==> src/basics_pkg.sv <==
`default_nettype none

package basics_pkg;

	// Command addresses carried in byte 0 of a master frame
	localparam logic [7:0] ADDR_QUERY     = 8'h56;
	localparam logic [7:0] ADDR_VERSION   = 8'h76;
	localparam logic [7:0] ADDR_QUERY_I2C = 8'h49;
	localparam logic [7:0] ADDR_SET_I2C   = 8'h69;

	// Parameter selectors for the I2C setting commands
	localparam logic [7:0] SEL_SPEED = 8'h63;
	localparam logic [7:0] SEL_ADDR  = 8'h61;

	// Response codes placed in the first body byte of an ACK/NAK frame
	localparam logic [7:0] CODE_ACK = 8'h06;
	localparam logic [7:0] CODE_NAK = 8'h15;

	localparam logic [7:0] VERSION_MAJOR = 8'h01;
	localparam logic [7:0] VERSION_MINOR = 8'h02;

	localparam logic [7:0]  I2C_SPEED_RESET = 8'd99;
	localparam logic [15:0] I2C_ADDR_RESET  = 16'hFFFF;

	// Output frame buffer, depth must equal 2**FIFO_PTR_W so pointers wrap on their own
	localparam int FIFO_DEPTH = 16;
	localparam int FIFO_PTR_W = 4;

	// Credits the consumer grants at reset
	localparam int OUT_CREDITS = 4;
	localparam int CREDIT_W    = $clog2(OUT_CREDITS + 1);

	typedef logic [FIFO_PTR_W-1:0] fifo_ptr_t;
	// One bit wider than a pointer so a full buffer can be counted
	typedef logic [FIFO_PTR_W:0]   fifo_cnt_t;
	typedef logic [CREDIT_W-1:0]   credit_t;

	typedef enum logic [2:0] {
		CMD_NAK,
		CMD_QUERY,
		CMD_VERSION,
		CMD_QUERY_I2C,
		CMD_SET_I2C
	} cmd_e;

	typedef enum logic [3:0] {
		EX_IDLE,
		EX_VER_HI,
		EX_VER_LO,
		EX_VER_CMP,
		EX_QUERY_SEL,
		EX_SET_SEL,
		EX_SET_VAL,
		EX_HOLD,
		EX_WAIT,
		EX_SEND
	} exec_state_e;

endpackage

`default_nettype wire

==> src/cmd_decode.sv <==
`default_nettype none

module cmd_decode (
	input wire clk,
	input wire rst,

	input wire [7:0] ma_data,
	input wire ma_data_valid,
	input wire ma_frame_valid,
	input wire generate_nak,

	output logic cmd_valid,
	output basics_pkg::cmd_e cmd,
	output logic [7:0] eid,
	output logic [7:0] payload_data,
	output logic payload_valid
);

	// Position of the next byte in the frame; 3 means payload
	logic [1:0] pos;
	// Set when byte 0 named a command this block answers
	logic active;
	logic hit;
	logic strobe;
	basics_pkg::cmd_e cmd_next;

	assign strobe = ma_frame_valid && ma_data_valid;

	// An immediate NAK request wins over whatever address is on the bus
	always_comb begin
		hit = 1'b1;
		cmd_next = basics_pkg::CMD_NAK;
		if (!generate_nak) begin
			case (ma_data)
				basics_pkg::ADDR_QUERY:     cmd_next = basics_pkg::CMD_QUERY;
				basics_pkg::ADDR_VERSION:   cmd_next = basics_pkg::CMD_VERSION;
				basics_pkg::ADDR_QUERY_I2C: cmd_next = basics_pkg::CMD_QUERY_I2C;
				basics_pkg::ADDR_SET_I2C:   cmd_next = basics_pkg::CMD_SET_I2C;
				default:                    hit = 1'b0;
			endcase
		end
	end

	always_ff @(posedge clk) begin
		if (strobe) begin
			payload_data <= ma_data;
			if (pos == 2'd0) begin
				cmd <= cmd_next;
			end
			if (pos == 2'd1) begin
				eid <= ma_data;
			end
		end

		if (rst) begin
			pos <= 2'd0;
			active <= 1'b0;
			cmd_valid <= 1'b0;
			payload_valid <= 1'b0;
		end else begin
			// The length byte itself is not used, it only marks the command as complete
			cmd_valid <= strobe && (pos == 2'd2) && active;
			payload_valid <= strobe && (pos == 2'd3) && active;

			if (!ma_frame_valid) begin
				pos <= 2'd0;
				active <= 1'b0;
			end else if (ma_data_valid) begin
				if (pos == 2'd0) begin
					active <= hit;
				end
				if (pos != 2'd3) begin
					pos <= pos + 2'd1;
				end
			end
		end
	end

endmodule

`default_nettype wire

==> src/cmd_execute.sv <==
`default_nettype none

module cmd_execute (
	input wire clk,
	input wire rst,

	input wire cmd_valid,
	input var basics_pkg::cmd_e cmd,
	input wire [7:0] eid,
	input wire [7:0] payload_data,
	input wire payload_valid,
	input wire framer_busy,

	output logic ack_req,
	output logic nak_req,
	output logic [7:0] resp_eid,
	output logic [7:0] frame_data,
	output logic frame_push,
	output logic frame_commit,

	output logic [7:0] i2c_speed,
	output logic [15:0] i2c_addr
);

	basics_pkg::exec_state_e state, next_state;

	logic [15:0] version_in;
	// Bytes of a data frame, sent low byte first
	logic [15:0] staging;
	// Bytes left to send or to receive
	logic [1:0] count;
	logic to_addr;

	logic ack_d, nak_d;
	logic stage_ver, stage_speed, stage_addr;
	logic shift_ver;
	logic sel_speed, sel_addr;
	logic write_val;
	logic push_d;

	always_comb begin
		next_state = state;
		ack_d = 1'b0;
		nak_d = 1'b0;
		stage_ver = 1'b0;
		stage_speed = 1'b0;
		stage_addr = 1'b0;
		shift_ver = 1'b0;
		sel_speed = 1'b0;
		sel_addr = 1'b0;
		write_val = 1'b0;
		push_d = 1'b0;

		case (state)
			basics_pkg::EX_IDLE: begin
				if (cmd_valid) begin
					case (cmd)
						basics_pkg::CMD_NAK: begin
							nak_d = 1'b1;
						end
						basics_pkg::CMD_QUERY: begin
							ack_d = 1'b1;
							stage_ver = 1'b1;
							next_state = basics_pkg::EX_HOLD;
						end
						basics_pkg::CMD_VERSION:   next_state = basics_pkg::EX_VER_HI;
						basics_pkg::CMD_QUERY_I2C: next_state = basics_pkg::EX_QUERY_SEL;
						basics_pkg::CMD_SET_I2C:   next_state = basics_pkg::EX_SET_SEL;
						default:                   next_state = basics_pkg::EX_IDLE;
					endcase
				end
			end

			// Version arrives major byte first
			basics_pkg::EX_VER_HI: begin
				if (payload_valid) begin
					shift_ver = 1'b1;
					next_state = basics_pkg::EX_VER_LO;
				end
			end

			basics_pkg::EX_VER_LO: begin
				if (payload_valid) begin
					shift_ver = 1'b1;
					next_state = basics_pkg::EX_VER_CMP;
				end
			end

			basics_pkg::EX_VER_CMP: begin
				if (version_in == {basics_pkg::VERSION_MAJOR, basics_pkg::VERSION_MINOR}) begin
					ack_d = 1'b1;
					next_state = basics_pkg::EX_IDLE;
				end else begin
					// The master gets our version so it can tell what it is talking to
					nak_d = 1'b1;
					stage_ver = 1'b1;
					next_state = basics_pkg::EX_HOLD;
				end
			end

			basics_pkg::EX_QUERY_SEL: begin
				if (payload_valid) begin
					if (payload_data == basics_pkg::SEL_SPEED) begin
						ack_d = 1'b1;
						stage_speed = 1'b1;
						next_state = basics_pkg::EX_HOLD;
					end else if (payload_data == basics_pkg::SEL_ADDR) begin
						ack_d = 1'b1;
						stage_addr = 1'b1;
						next_state = basics_pkg::EX_HOLD;
					end else begin
						nak_d = 1'b1;
						next_state = basics_pkg::EX_IDLE;
					end
				end
			end

			basics_pkg::EX_SET_SEL: begin
				if (payload_valid) begin
					if (payload_data == basics_pkg::SEL_SPEED) begin
						sel_speed = 1'b1;
						next_state = basics_pkg::EX_SET_VAL;
					end else if (payload_data == basics_pkg::SEL_ADDR) begin
						sel_addr = 1'b1;
						next_state = basics_pkg::EX_SET_VAL;
					end else begin
						nak_d = 1'b1;
						next_state = basics_pkg::EX_IDLE;
					end
				end
			end

			basics_pkg::EX_SET_VAL: begin
				if (payload_valid) begin
					write_val = 1'b1;
					if (count == 2'd1) begin
						ack_d = 1'b1;
						next_state = basics_pkg::EX_IDLE;
					end
				end
			end

			// The framer only raises busy the cycle after our request
			basics_pkg::EX_HOLD: next_state = basics_pkg::EX_WAIT;

			basics_pkg::EX_WAIT: begin
				if (!framer_busy) begin
					next_state = basics_pkg::EX_SEND;
				end
			end

			basics_pkg::EX_SEND: begin
				push_d = 1'b1;
				if (count == 2'd1) begin
					next_state = basics_pkg::EX_IDLE;
				end
			end

			default: next_state = basics_pkg::EX_IDLE;
		endcase
	end

	always_ff @(posedge clk) begin
		if (state == basics_pkg::EX_IDLE && cmd_valid) begin
			resp_eid <= eid;
		end
		if (shift_ver) begin
			version_in <= {version_in[7:0], payload_data};
		end

		if (stage_ver) begin
			staging <= {basics_pkg::VERSION_MINOR, basics_pkg::VERSION_MAJOR};
			count <= 2'd2;
		end
		if (stage_speed) begin
			staging <= {8'h00, i2c_speed};
			count <= 2'd1;
		end
		if (stage_addr) begin
			staging <= i2c_addr;
			count <= 2'd2;
		end
		if (sel_speed) begin
			to_addr <= 1'b0;
			count <= 2'd1;
		end
		if (sel_addr) begin
			to_addr <= 1'b1;
			count <= 2'd2;
		end

		// New address comes in high byte first
		if (write_val) begin
			if (to_addr) begin
				i2c_addr <= {i2c_addr[7:0], payload_data};
			end else begin
				i2c_speed <= payload_data;
			end
			count <= count - 2'd1;
		end

		if (push_d) begin
			frame_data <= staging[7:0];
			staging <= {8'h00, staging[15:8]};
			count <= count - 2'd1;
		end

		if (rst) begin
			state <= basics_pkg::EX_IDLE;
			count <= 2'd0;
			ack_req <= 1'b0;
			nak_req <= 1'b0;
			frame_push <= 1'b0;
			frame_commit <= 1'b0;
			i2c_speed <= basics_pkg::I2C_SPEED_RESET;
			i2c_addr <= basics_pkg::I2C_ADDR_RESET;
		end else begin
			state <= next_state;
			ack_req <= ack_d;
			nak_req <= nak_d;
			frame_push <= push_d;
			frame_commit <= push_d && (count == 2'd1);
		end
	end

endmodule

`default_nettype wire

==> src/response_framer.sv <==
`default_nettype none

module response_framer (
	input wire clk,
	input wire rst,

	input wire ack_req,
	input wire nak_req,
	input wire [7:0] resp_eid,
	input wire [7:0] frame_data,
	input wire frame_push,
	input wire frame_commit,

	output logic framer_busy,
	output logic [7:0] wr_data,
	output logic wr_push,
	output logic wr_commit
);

	typedef enum logic [1:0] {
		FR_IDLE,
		FR_CODE,
		FR_EID
	} framer_state_e;

	framer_state_e state;
	logic [7:0] code_q;
	logic [7:0] eid_q;

	always_ff @(posedge clk) begin
		if (state == FR_IDLE && (ack_req || nak_req)) begin
			code_q <= ack_req ? basics_pkg::CODE_ACK : basics_pkg::CODE_NAK;
			eid_q <= resp_eid;
		end

		if (rst) begin
			state <= FR_IDLE;
		end else begin
			case (state)
				FR_IDLE: begin
					if (ack_req || nak_req) begin
						state <= FR_CODE;
					end
				end
				FR_CODE: state <= FR_EID;
				default: state <= FR_IDLE;
			endcase
		end
	end

	assign framer_busy = (state != FR_IDLE);

	// Execute frames only flow while no ACK/NAK is being written
	always_comb begin
		case (state)
			FR_CODE: begin
				wr_data = code_q;
				wr_push = 1'b1;
				wr_commit = 1'b0;
			end
			FR_EID: begin
				wr_data = eid_q;
				wr_push = 1'b1;
				wr_commit = 1'b1;
			end
			default: begin
				wr_data = frame_data;
				wr_push = frame_push;
				wr_commit = frame_commit;
			end
		endcase
	end

endmodule

`default_nettype wire

==> src/message_fifo.sv <==
`default_nettype none

module message_fifo (
	input wire clk,
	input wire rst,

	input wire [7:0] wr_data,
	input wire wr_push,
	input wire wr_commit,

	input wire out_credit,
	output logic [7:0] out_data,
	output logic out_valid,
	output logic out_last,
	output logic overflow
);

	logic [7:0] mem [basics_pkg::FIFO_DEPTH];

	basics_pkg::fifo_ptr_t wr_ptr;
	// End of the last committed frame, where an overflowing frame rolls back to
	basics_pkg::fifo_ptr_t commit_ptr;
	basics_pkg::fifo_ptr_t rd_ptr;
	// Slot reserved for the length byte of the open frame
	basics_pkg::fifo_ptr_t len_ptr;
	basics_pkg::fifo_ptr_t slot_ptr, data_ptr;

	// Committed bytes not yet sent
	basics_pkg::fifo_cnt_t used;
	// Bytes of the open frame, length slot included
	basics_pkg::fifo_cnt_t frame_fill;
	basics_pkg::fifo_cnt_t need;
	// Body bytes still to send, zero when the next byte is a length byte
	basics_pkg::fifo_cnt_t rem;
	basics_pkg::credit_t credits;
	logic [basics_pkg::FIFO_PTR_W+1:0] total;

	logic in_frame, frame_bad;
	logic drop, store, commit_ok, commit_bad, send;

	always_comb begin
		// The first byte of a frame also takes the length slot in front of it
		need = in_frame ? frame_fill + 1'b1 : basics_pkg::fifo_cnt_t'(2);
		total = used + need;
		drop = frame_bad || (total > basics_pkg::FIFO_DEPTH);
		slot_ptr = in_frame ? len_ptr : wr_ptr;
		data_ptr = in_frame ? wr_ptr : wr_ptr + 1'b1;
		store = wr_push && !drop;
		commit_ok = store && wr_commit;
		commit_bad = wr_push && wr_commit && drop;
		send = (used != '0) && (credits != '0);
	end

	always_ff @(posedge clk) begin
		if (store) begin
			mem[data_ptr] <= wr_data;
		end
		if (commit_ok) begin
			mem[slot_ptr] <= 8'(need - 1'b1);
		end
		if (store && !in_frame) begin
			len_ptr <= wr_ptr;
		end
	end

	// Write side
	always_ff @(posedge clk) begin
		if (rst) begin
			wr_ptr <= '0;
			commit_ptr <= '0;
			frame_fill <= '0;
			in_frame <= 1'b0;
			frame_bad <= 1'b0;
			overflow <= 1'b0;
		end else begin
			if (wr_push) begin
				in_frame <= !wr_commit;
				frame_bad <= drop && !wr_commit;
				if (store) begin
					frame_fill <= need;
					wr_ptr <= data_ptr + 1'b1;
				end
			end
			if (commit_ok) begin
				commit_ptr <= data_ptr + 1'b1;
			end
			// Whole frame is thrown away, nothing of it ever becomes readable
			if (commit_bad) begin
				wr_ptr <= commit_ptr;
				overflow <= 1'b1;
			end
		end
	end

	// Read side, one byte per credit
	always_ff @(posedge clk) begin
		if (send) begin
			out_data <= mem[rd_ptr];
		end

		if (rst) begin
			rd_ptr <= '0;
			rem <= '0;
			used <= '0;
			credits <= basics_pkg::credit_t'(basics_pkg::OUT_CREDITS);
			out_valid <= 1'b0;
			out_last <= 1'b0;
		end else begin
			out_valid <= send;
			out_last <= send && (rem == 1);
			credits <= credits - send + out_credit;
			used <= used + (commit_ok ? need : '0) - send;
			if (send) begin
				rd_ptr <= rd_ptr + 1'b1;
				if (rem == '0) begin
					rem <= basics_pkg::fifo_cnt_t'(mem[rd_ptr]);
				end else begin
					rem <= rem - 1'b1;
				end
			end
		end
	end

endmodule

`default_nettype wire

==> src/basics_int.sv <==
`default_nettype none

module basics_int (
	input wire clk,
	input wire rst,

	// Master frames, no back-pressure
	input wire [7:0] ma_data,
	input wire ma_data_valid,
	input wire ma_frame_valid,
	input wire generate_nak,

	// Credit-controlled response stream
	input wire out_credit,
	output logic [7:0] out_data,
	output logic out_valid,
	output logic out_last,
	output logic overflow,

	output logic [7:0] i2c_speed,
	output logic [15:0] i2c_addr
);

	logic cmd_valid;
	basics_pkg::cmd_e cmd;
	logic [7:0] eid;
	logic [7:0] payload_data;
	logic payload_valid;

	logic ack_req, nak_req;
	logic [7:0] resp_eid;
	logic [7:0] frame_data;
	logic frame_push, frame_commit;
	logic framer_busy;

	logic [7:0] wr_data;
	logic wr_push, wr_commit;

	cmd_decode u_decode (
		.clk(clk),
		.rst(rst),
		.ma_data(ma_data),
		.ma_data_valid(ma_data_valid),
		.ma_frame_valid(ma_frame_valid),
		.generate_nak(generate_nak),
		.cmd_valid(cmd_valid),
		.cmd(cmd),
		.eid(eid),
		.payload_data(payload_data),
		.payload_valid(payload_valid)
	);

	cmd_execute u_execute (
		.clk(clk),
		.rst(rst),
		.cmd_valid(cmd_valid),
		.cmd(cmd),
		.eid(eid),
		.payload_data(payload_data),
		.payload_valid(payload_valid),
		.framer_busy(framer_busy),
		.ack_req(ack_req),
		.nak_req(nak_req),
		.resp_eid(resp_eid),
		.frame_data(frame_data),
		.frame_push(frame_push),
		.frame_commit(frame_commit),
		.i2c_speed(i2c_speed),
		.i2c_addr(i2c_addr)
	);

	response_framer u_framer (
		.clk(clk),
		.rst(rst),
		.ack_req(ack_req),
		.nak_req(nak_req),
		.resp_eid(resp_eid),
		.frame_data(frame_data),
		.frame_push(frame_push),
		.frame_commit(frame_commit),
		.framer_busy(framer_busy),
		.wr_data(wr_data),
		.wr_push(wr_push),
		.wr_commit(wr_commit)
	);

	message_fifo u_fifo (
		.clk(clk),
		.rst(rst),
		.wr_data(wr_data),
		.wr_push(wr_push),
		.wr_commit(wr_commit),
		.out_credit(out_credit),
		.out_data(out_data),
		.out_valid(out_valid),
		.out_last(out_last),
		.overflow(overflow)
	);

endmodule

`default_nettype wire

==> config.mk <==
export PLATFORM = sky130hd
export DESIGN_NAME = basics_int
export DESIGN_NICKNAME = d
export VERILOG_FILES = /design/src/basics_pkg.sv /design/src/cmd_decode.sv /design/src/cmd_execute.sv /design/src/response_framer.sv /design/src/message_fifo.sv /design/src/basics_int.sv
export SDC_FILE = /design/constraint.sdc
export NUM_CORES = 1
export LEC_CHECK = 0
export BUFFER_PORTS_ARGS = -buffer_cell sky130_fd_sc_hd__clkbuf_2
export CAP_MARGIN = 40
export CORE_ASPECT_RATIO = 1.1
export CORE_MARGIN = 1.5
export CORE_UTILIZATION = 52
export CTS_CLUSTER_SIZE = 20
export DETAILED_ROUTE_END_ITERATION = 10
export HOLD_SLACK_MARGIN = 0.08
export PLACE_DENSITY = 0.78
export SYNTH_ARGS = -nofsm -noshare
export SYNTH_HDL_FRONTEND = slang
export SYNTH_SLANG_ARGS = --single-unit
==> constraint.sdc <==
create_clock -name clk -period 6.18 [get_ports clk]
set_input_delay 0.309 -clock clk [delete_from_list [all_inputs] [get_ports clk]]
set_output_delay 0.309 -clock clk [all_outputs]
set_load 0.05 [all_outputs]
==> impl_metrics.ini, run 1 <==
[worst_setup_path]
r2r_end = u_fifo.used[4]
cpLargestDelayFamily = adder cells
crit_chain = nor2b_1 -> inv_1 -> ha_1 -> a21o_1 -> a21o_1 -> maj3_1 -> a211o_4 -> a21o_1 -> nor2_1 -> nand2_1 -> ha_1 -> inv_1 -> fa_1 -> a21o_1 -> a21oi_1 -> xnor2_1 -> and4_1 -> nor3_1
cp.arrival_ns = 5.69
start_kind = flop
endpoint = u_fifo.used[4]
cp_max_fo = 30
max_stage_delay_ns = 0.91
setup.worst_path.start = u_fifo.in_frame
critical_path.slowest_cell = dfxtp_1
cp_num_buf_inv = 2
criticalPathCategory = reg -> reg
r2r_slack_ns = 0.89
end_kind = flop
cp_data_required_time_ns = 6.58
path_common_cell = a21o_1
rr_worst_depth = 18
r2r_start = u_fifo.in_frame
cp.depth = 18

[synthesis]
avgSynthCellArea_sq_um = 13.1
ys.flop_type = edfxtp_1
synth_xor_area_frac = 0.0148
synth_top_family_by_area = multiplexers
synth.most_common_cell = edfxtp_1
synth_nets = 1133
netlist_area_sq_um = 14200
synthAdderAreaFrac = 0.0330
synth-edff-count = 209
synthArstFlopShare = 0
synth.area.mux_share = 0.168
yosys.area.top_type_share = 0.443
synth_common_cells = edfxtp_1 (209), mux2i_1 (142), dfxtp_1 (89)
syn_inst = 1085
yosysSeqAreaShare = 0.569
yosys.area_share.simple = 0.107
ys_warn_count = 0
ys_types = 74
ys_ff_latch = 298
synth_top_cell_by_area = edfxtp_1
yosys-top-cells-area = edfxtp_1 (44%), dfxtp_1 (13%), mux2i_1 (10%)
synth_compound_area_frac = 0.0679

[detailed_routing]
wirelength_mm = 30.2
drt_first_pass_iters = 5
drt_iter0_markers = 619
antenna_left = 0
num_vias = 8788
wl_per_cell_um = 20.1
drc = 0
viasPerCell = 5.84

[global_route]
overflow = 0
grt_util_met1 = 0.266
antenna_found_initial = 0
grt_max_degree = 75
gr-usage-met3 = 0.0258
grt.met2_usage = 0.401
grt_pass1_vias = 9013
gr-usage-all-layers = 0.217
grt.busiest_layer = met2
grt_pass1_wl_mm = 48.4

[pwr]
comb_power_share = 0.224
seq_power_share = 0.440
power_mw = 5.34
ir_drop_mv = 0.267
pwr-share-clk = 0.336
switching_share = 0.291
power.internal_mw = 3.79
power_leakage_nw = 5.83
switching_power_mw = 1.55
power.density_nw_per_um2 = 340

[clock_network]
ctsResizeCount = 0
cts_made_buffers = 31
cts_tree = done
clk_pin_slew_ns = 0.06
clockRootBuffer = clkbuf_16
clock_latency_ns = 0.55
h-tree-depth = 1
cts_buffer_depth = 3
clock_sinks = 298

[place]
dpl_cell_area_sq_um = 14600
dp_hpwl_mm = 20.2
numPortBuffers = 48
dp_slack_ns = 0.925
gp_congestion = 0.887

[sta]
period_share = 0.856
finClkSkew_ns = 0.00981
fmax_mhz = 189
rsz0062_at_grt = no
worst_slew_pin_slew_ns = 0.909
layout_setup_ws_ns = 0.888
max_slew_margin = 0.393
setup_tns_ns = 0
finalSetupViolations = 0
finalCriticalPeriod_ns = 5.29
hold_violations = 0
maxSlewViolCount = 0

[cells_and_area]
syn_to_final_growth_pct = 10.8
drive_above_1_share = 0.156
fill_cells = 2126
nets = 1172
final_area_sq_um = 15700
fin_util = 0.584
n_antenna_cell = 0

[worst_hold_path]
hold_class = in -> reg
hp-start = out_credit

[floorplanning]
core-area_sq_um = 26900
initial_core_util = 0.527
rows = 63
io_pins = 49
dieHeight_um = 176
die_x_um = 160
die_area_sq_um = 28200

[run]
maxCapViolCount = 0

[outcome]
status = completed
[routing by layer]
layer / wire length (um) / vias up
met1: 12300 / 4356
met4: 792 / 0
li1: - / 4118
met5: 0 / -
met3: 1400 / 55
met2: 15700 / 259
[cell usage in the layout (no fill, tap or decap), drive strengths merged, types with 20 or more instances in the layout]
master / count
ha: 31
nand3b: 20
edfxtp: 209
buf: 22
nor2: 56
nand2: 85
dfxtp: 89
nand3: 23
nor2b: 23
mux4: 40
inv: 40
o21ai: 37
a21oi: 30
mux2i: 143
clkbuf: 93
[state kept, by name, indices dropped and copies added (netlist names), 4 cells and up, named ones only]
name                   cells
u_fifo.out_data            8
u_fifo.frame_fill          5
u_execute.i2c_addr        16
u_decode.eid               8
u_execute.frame_data       8
u_fifo.len_ptr             4
u_fifo.used                5
u_execute.i2c_speed        8
u_fifo.commit_ptr          4
u_execute.resp_eid         8
u_execute.staging         16
u_fifo.mem               128
u_execute.version_in      16
u_fifo.rd_ptr              4
u_framer.eid_q             8
u_decode.payload_data      8
u_execute.state            4
u_fifo.rem                 5
u_fifo.wr_ptr              4
[per-stage QoR]
stage | hold WS [ns] | cells
final | 0.123 | 1505
after global routing | 0.121 | 1505
after CTS | 0.109 | 1505
after detailed placement | 0.406 | 1436
after global placement | 0.401 | 1433
after floorplan | 0.400 | 1085
[repair_timing]
action                    in CTS  in global routing
buffers inserted               0                  0
hold endpoints to repair      23                  0
hold buffers                  12                  0
[worst min path at each step]
stage                                          to  depth (start not counted)
after floorplan           u_execute.frame_data[0]                          0
after global placement    u_execute.frame_data[0]                          0
after detailed placement  u_execute.frame_data[2]                          0
after CTS                       u_fifo.credits[0]                          3
after global routing            u_fifo.credits[0]                          3
final                           u_fifo.credits[0]                          3
[worst min-delay path, delay by kind of cell]
family | cells | cell delay, ns
fa+ha+maj | 1 | 0.12
simple gates | 1 | 0.12
buf+inv | 1 | 0.09
[power groups by stage]
stage / logic [mW] / registers (mW) / clock network [mW]
2_1_floorplan: 0.860 / 2.46 / 0
3_3_place_gp: 1.15 / 2.39 / 0
3_5_place_dp: 1.19 / 2.39 / 0
4_1_cts: 1.20 / 2.35 / 1.81
5_1_grt: 1.31 / 2.36 / 1.89
6_report: 1.20 / 2.35 / 1.79
[layout make-up]
class,count,area [sq um],area share
clock buffer,45,858,0.0547
clock inverter,12,111,0.00710
inverter,41,154,0.00981
multi-input combinational,670,5540,0.353
sequential,298,8060,0.514
tap,357,447,0.0285
timing repair buffer,82,520,0.0332
[kinds of logic after synthesis]
kind of cell,count (synthesis)
DFF,298
adders and majority gates,36
AOI/OAI and AO/OA,141
and+or+nand+nor,283
buffers and inverters,117
xor gates and xnor gates,24
muxes,186
Power figures use the tool's default switching activity.
==> inputs of run 2 (changes only) <==
- clock period: 6.18 -> 5.2 ns (I/O delays scaled with it)
==> impl_metrics.ini, run 2 (synthesis results as in run 1) <==
[floorplanning]
die_area_sq_um = 28200
die_x_um = 160
dieHeight_um = 176
rows = 63
core-area_sq_um = 26900
initial_core_util = 0.527
io_pins = 49

[worst_hold_path]
min_to = u_execute.i2c_speed[7]
hold_class = in -> reg
holdPathStages = 3
hp-start = rst

[detailed_routing]
drc = 0
num_vias = 8870
drt_first_pass_iters = 5
antenna_left = 0
viasPerCell = 5.87
wl_per_cell_um = 20.0
wirelength_mm = 30.2
drt_iter0_markers = 611

[pwr]
pwr-share-clk = 0.348
comb_power_share = 0.219
power.density_nw_per_um2 = 413
switching_share = 0.287
ir_drop_mv = 0.284
power_leakage_nw = 5.91
seq_power_share = 0.433
switching_power_mw = 1.88
power.internal_mw = 4.66

[cells_and_area]
largest_reg_flops = 128
n_antenna_cell = 0
syn_to_final_growth_pct = 11.8
nets = 1176
largest_register = u_fifo.mem
fin_cells = 1510
final_common_cell = edfxtp_1
final_cell_mix = edfxtp_1 (209), mux2i_1 (142), dfxtp_1 (88), nand2_1 (85), nor2_1 (55)
fill_cells = 2083
final_area_sq_um = 15800
drive_above_1_share = 0.167

[worst_setup_path]
cp.arrival_ns = 5.20
r2r_slack_ns = 0.41
cp_max_fo = 11
r2r_end = u_fifo.used[4]
rr_worst_depth = 19
r2r_start = u_fifo.frame_fill[0]
end_kind = flop
start_kind = flop
criticalPathCategory = reg -> reg
cp_data_required_time_ns = 5.62

[clock_network]
clk_pin_slew_ns = 0.06
cts_made_buffers = 31
clockRootBuffer = clkbuf_16
h-tree-depth = 1
clock_sinks = 298
cts_tree = done
clock_latency_ns = 0.56
cts_setup_buffers = 0
cts_buffer_depth = 3

[sta]
rsz0062_at_grt = no
period_share = 0.920
finalSetupViolations = 0
setup_tns_ns = 0
finalCriticalPeriod_ns = 4.79
fmax_mhz = 209
maxSlewViolCount = 0
hold_violations = 0
max_slew_margin = 0.399
finClkSkew_ns = 0.0198
worst_slew_pin_slew_ns = 0.897

[place]
dpl_cell_area_sq_um = 14600
place_inst = 1439
dp_hpwl_mm = 20.4
gp_congestion = 0.878
numPortBuffers = 48

[global_route]
antenna_found_initial = 0
grt_max_degree = 75
grt_pass1_vias = 8999
grt_pass1_wl_mm = 48.2
overflow = 0
gr-usage-all-layers = 0.217

[outcome]
status = completed

[run]
maxCapViolCount = 0
## run 2: changes by cell type in the layout (fill, tap and decap cells not counted), sizes merged
| cell | previous run | this run |
|---|---|---|
| clkbuf | 93 | 92 |
| buf | 22 | 25 |
| bufinv | 2 | 4 |
| clkinv | 10 | 8 |
| dlygate4sd3 | 12 | 13 |
| inv | 40 | 42 |
## run 2: timing repair
action,4_1_cts,5_1_grt
hold buffers,13,0
gates resized for setup,0,2
hold endpoints to repair,25,0
setup endpoints to repair,0,1
## run 2: stage by stage
step	hold slack (ns)	setup WS (ns)	power, mW	util
2_1_floorplan	0.359	0.128	3.94	-
3_3_place_gp	0.402	0.361	4.22	0.543
3_5_place_dp	0.406	0.271	4.30	0.545
4_1_cts	0.320	0.246	6.56	0.589
5_1_grt	0.377	0.0981	6.83	0.589
6_report	0.339	0.414	6.54	0.589
## run 2: metal layers
| metal | wire, um | track usage | share of wire | vias to the layer above |
|---|---|---|---|---|
| met5 | 0 | 0 | 0 | - |
| met4 | 1060 | 0.0829 | 0.035 | 0 |
| met3 | 1350 | 0.0258 | 0.045 | 69 |
| met2 | 15500 | 0.393 | 0.51 | 282 |
| met1 | 12300 | 0.266 | 0.41 | 4399 |
| li1 | - | - | - | 4120 |
## run 2: how the worst max path moves through the flow
stage | start | to | slack, ns | cells after the start
2_1_floorplan | u_fifo.in_frame | u_fifo.used[4] | 0.13 | 24
3_3_place_gp | u_fifo.frame_fill[0] | u_fifo.used[4] | 0.36 | 19
3_5_place_dp | u_fifo.frame_fill[0] | u_fifo.used[4] | 0.27 | 19
4_1_cts | u_fifo.frame_fill[0] | u_fifo.used[4] | 0.25 | 19
5_1_grt | u_fifo.frame_fill[0] | u_fifo.used[4] | 0.1 | 19
6_report | u_fifo.frame_fill[0] | u_fifo.used[4] | 0.41 | 19
## run 2: layout make-up
| cell class | instances | area, sq um | share of cell area |
|---|---|---|---|
| Tap cell | 357 | 447 | 0.0282 |
| Clock buffer | 44 | 875 | 0.0552 |
| Inverter | 41 | 154 | 0.00972 |
| Sequential cell | 298 | 8060 | 0.509 |
| Multi-Input combinational cell | 670 | 5550 | 0.350 |
| Timing Repair Buffer | 86 | 573 | 0.0362 |
| Clock inverter | 14 | 181 | 0.0115 |
## run 2: critical path, cell delays in order (launching register included)
cell and delay [ns]:
dfxtp_1 0.41, ha_1 0.27, nor2b_2 0.19, inv_1 0.10
ha_1 0.29, a21o_1 0.19, a21o_1 0.22, maj3_1 0.38
a211o_4 0.37, a21o_1 0.28, nor2_2 0.25, nand2_1 0.09
ha_1 0.28, inv_1 0.07, fa_1 0.45, a21o_1 0.19
a21oi_1 0.18, xnor2_1 0.16, and4_1 0.22, nor3_1 0.04
## run 2: power by group through the flow
stage	clock (mW)	sequential (mW)	combinational (mW)
global route	2.41	2.85	1.58
CTS	2.30	2.83	1.43
global placement	0	2.90	1.32
finish	2.28	2.83	1.43
detailed placement	0	2.88	1.42
floorplan	0	2.92	1.02
==> inputs of run 3 (changes only) <==
- CTS_BUF_LIST: default -> sky130_fd_sc_hd__clkbuf_4 sky130_fd_sc_hd__clkbuf_8 sky130_fd_sc_hd__clkbuf_16
- SYNTH_HIERARCHICAL: default -> 1
==> impl_metrics.ini, run 3 <==
[outcome]
status = completed

[worst_setup_path]
start_kind = flop
r2r_start = u_fifo/frame_fill[0]
criticalPathCategory = reg -> reg
cp.arrival_ns = 5.16
r2r_end = u_fifo/used[4]
rr_worst_depth = 19
cp_max_fo = 12
r2r_slack_ns = 0.45
cp_data_required_time_ns = 5.61
end_kind = flop

[synthesis]
synth_nets = 1301
netlist_area_sq_um = 14200
ys_types = 83
synth_common_cells = nand2_1 (216), edfxtp_1 (209), dfxtp_1 (89)
ys_warn_count = 6
yosys-top-cells-area = edfxtp_1 (44%), dfxtp_1 (13%), mux4_2 (6.2%)
syn_inst = 1249
yosysSeqAreaShare = 0.566
ys.flop_type = edfxtp_1
ys_ff_latch = 298
avgSynthCellArea_sq_um = 11.4
yosys.area.top_type_share = 0.441
synthArstFlopShare = 0
synth_top_cell_by_area = edfxtp_1
synth-edff-count = 209
synth.most_common_cell = nand2_1

[cells_and_area]
fin_util = 0.597
fill_cells = 2071
fin_cells = 1662
largest_register = u_fifo/mem
final_area_sq_um = 16100
final_common_cell = nand2_1
regArea_sq_um = 8060
multiInputGateArea_sq_um = 5580
largest_reg_flops = 128
n_antenna_cell = 0
syn_to_final_growth_pct = 12.9
final_cell_mix = nand2_1 (216), edfxtp_1 (209), dfxtp_1 (88), o21ai_0 (84), inv_1 (55)
drive_above_1_share = 0.163
nets = 1333

[global_route]
grt_util_met1 = 0.280
gr-usage-met3 = 0.0364
grt_max_degree = 54
grt_pass1_wl_mm = 52.3
antenna_found_initial = 0
grt.met2_usage = 0.429
gr-usage-all-layers = 0.235
overflow = 0
grt.busiest_layer = met2
grt_pass1_vias = 9843

[sta]
maxSlewViolCount = 0
max_slew_margin = 0.398
finalSetupViolations = 0
timing.hold.ws_ns = 0.297
setup_tns_ns = 0
finalCriticalPeriod_ns = 4.75
rsz0062_at_grt = no
hold_violations = 0
finClkSkew_ns = 0.0209
period_share = 0.913
worst_slew_pin_slew_ns = 0.898
fmax_mhz = 211

[pwr]
power.density_nw_per_um2 = 469
power_leakage_nw = 6.17
ir_drop_mv = 0.474

[clock_network]
clock_latency_ns = 0.56
clockRootBuffer = clkbuf_16
h-tree-depth = 1
cts_made_buffers = 31
clock_sinks = 298
cts_buffer_depth = 3
clk_pin_slew_ns = 0.06
cts_tree = done

[worst_hold_path]
min_to = u_execute/i2c_speed[3]
hold_class = in -> reg
holdPathStages = 3
hp-start = rst

[place]
dpl_cell_area_sq_um = 14900
place_inst = 1593
dp_hpwl_mm = 22.7
gp_congestion = 0.881
numPortBuffers = 48

[detailed_routing]
num_vias = 9840
drt_iter0_markers = 985
drc = 0
drt_first_pass_iters = 6
wl_per_cell_um = 19.8
antenna_left = 0
viasPerCell = 5.92
wirelength_mm = 32.8

[floorplanning]
rows = 63
dieHeight_um = 177
die_area_sq_um = 28400
initial_core_util = 0.528
core-area_sq_um = 27000
io_pins = 49
die_x_um = 161

[run]
maxCapViolCount = 0
## run 3: power by group
part / switching [mW] / internal (mW) / leakage [nW]
sequential: 0.215 / 2.83 / 2.62
combinational: 1.31 / 0.848 / 3.00
clock: 0.888 / 1.46 / 0.544
## run 3: cells by family (layout without fill, tap and decap cells)
group	count (synthesis)	in the layout	share of synthesized area
simple gates	405	405	0.140
flops	298	298	0.566
compound gates	247	247	0.107
buf+inv	156	212	0.0465
mux	80	80	0.0909
fa+ha+maj	38	38	0.0350
xor+xnor	25	25	0.0154
## run 3: per-stage QoR
step | power (mW) | setup WS [ns]
after floorplan | 4.62 | 0.157
after global placement | 5.07 | 0.555
after detailed placement | 5.19 | 0.362
after CTS | 7.56 | 0.309
after global routing | 7.89 | 0.0361
final | 7.55 | 0.450
## run 3: layer usage
metal,routed length (um),up-vias
li1,-,4596
met1,12500,4729
met2,16800,421
met3,2270,92
met4,1180,2
met5,41,-
## run 3: how the worst max path moves through the flow
stage / startpoint / end / cells past startpoint / slack (ns)
after CTS: u_fifo/frame_fill[0] / u_fifo/used[4] / 19 / 0.31
after global routing: u_fifo/frame_fill[0] / u_fifo/used[4] / 19 / 0.04
after detailed placement: u_fifo/frame_fill[0] / u_fifo/used[4] / 19 / 0.36
final: u_fifo/frame_fill[0] / u_fifo/used[4] / 19 / 0.45
after floorplan: u_fifo/in_frame / u_fifo/used[4] / 26 / 0.16
after global placement: u_fifo/frame_fill[0] / u_fifo/used[4] / 19 / 0.55
## run 3: cell type report
cell class	instances	share of cell area
Clock buffer	40	0.0536
Clock inverter	17	0.0146
Inverter	57	0.0133
Multi-Input combinational cell	795	0.347
Sequential cell	298	0.501
Tap cell	357	0.0278
Timing Repair Buffer	98	0.0424
## run 3: timing repair
action,4_1_cts,5_1_grt
hold endpoints to repair,25,0
resized for setup,0,1
hold buffers,12,0
setup buffers,0,0
setup endpoints to repair,0,1
## run 3: critical path: stages (launching register included)
cell and delay (ns):
dfxtp_1 0.34, ha_1 0.30, nor2b_1 0.39, inv_1 0.12, ha_1 0.31, a211o_1 0.27, a21o_1 0.18, a2111oi_4 0.44
o21ai_2 0.26, nor2_1 0.20, buf_4 0.21, nand2_1 0.08, ha_1 0.33, fa_1 0.48, inv_1 0.10, a21o_1 0.12
a21oi_1 0.07, xnor2_1 0.18, and3_1 0.18, nor3_1 0.04
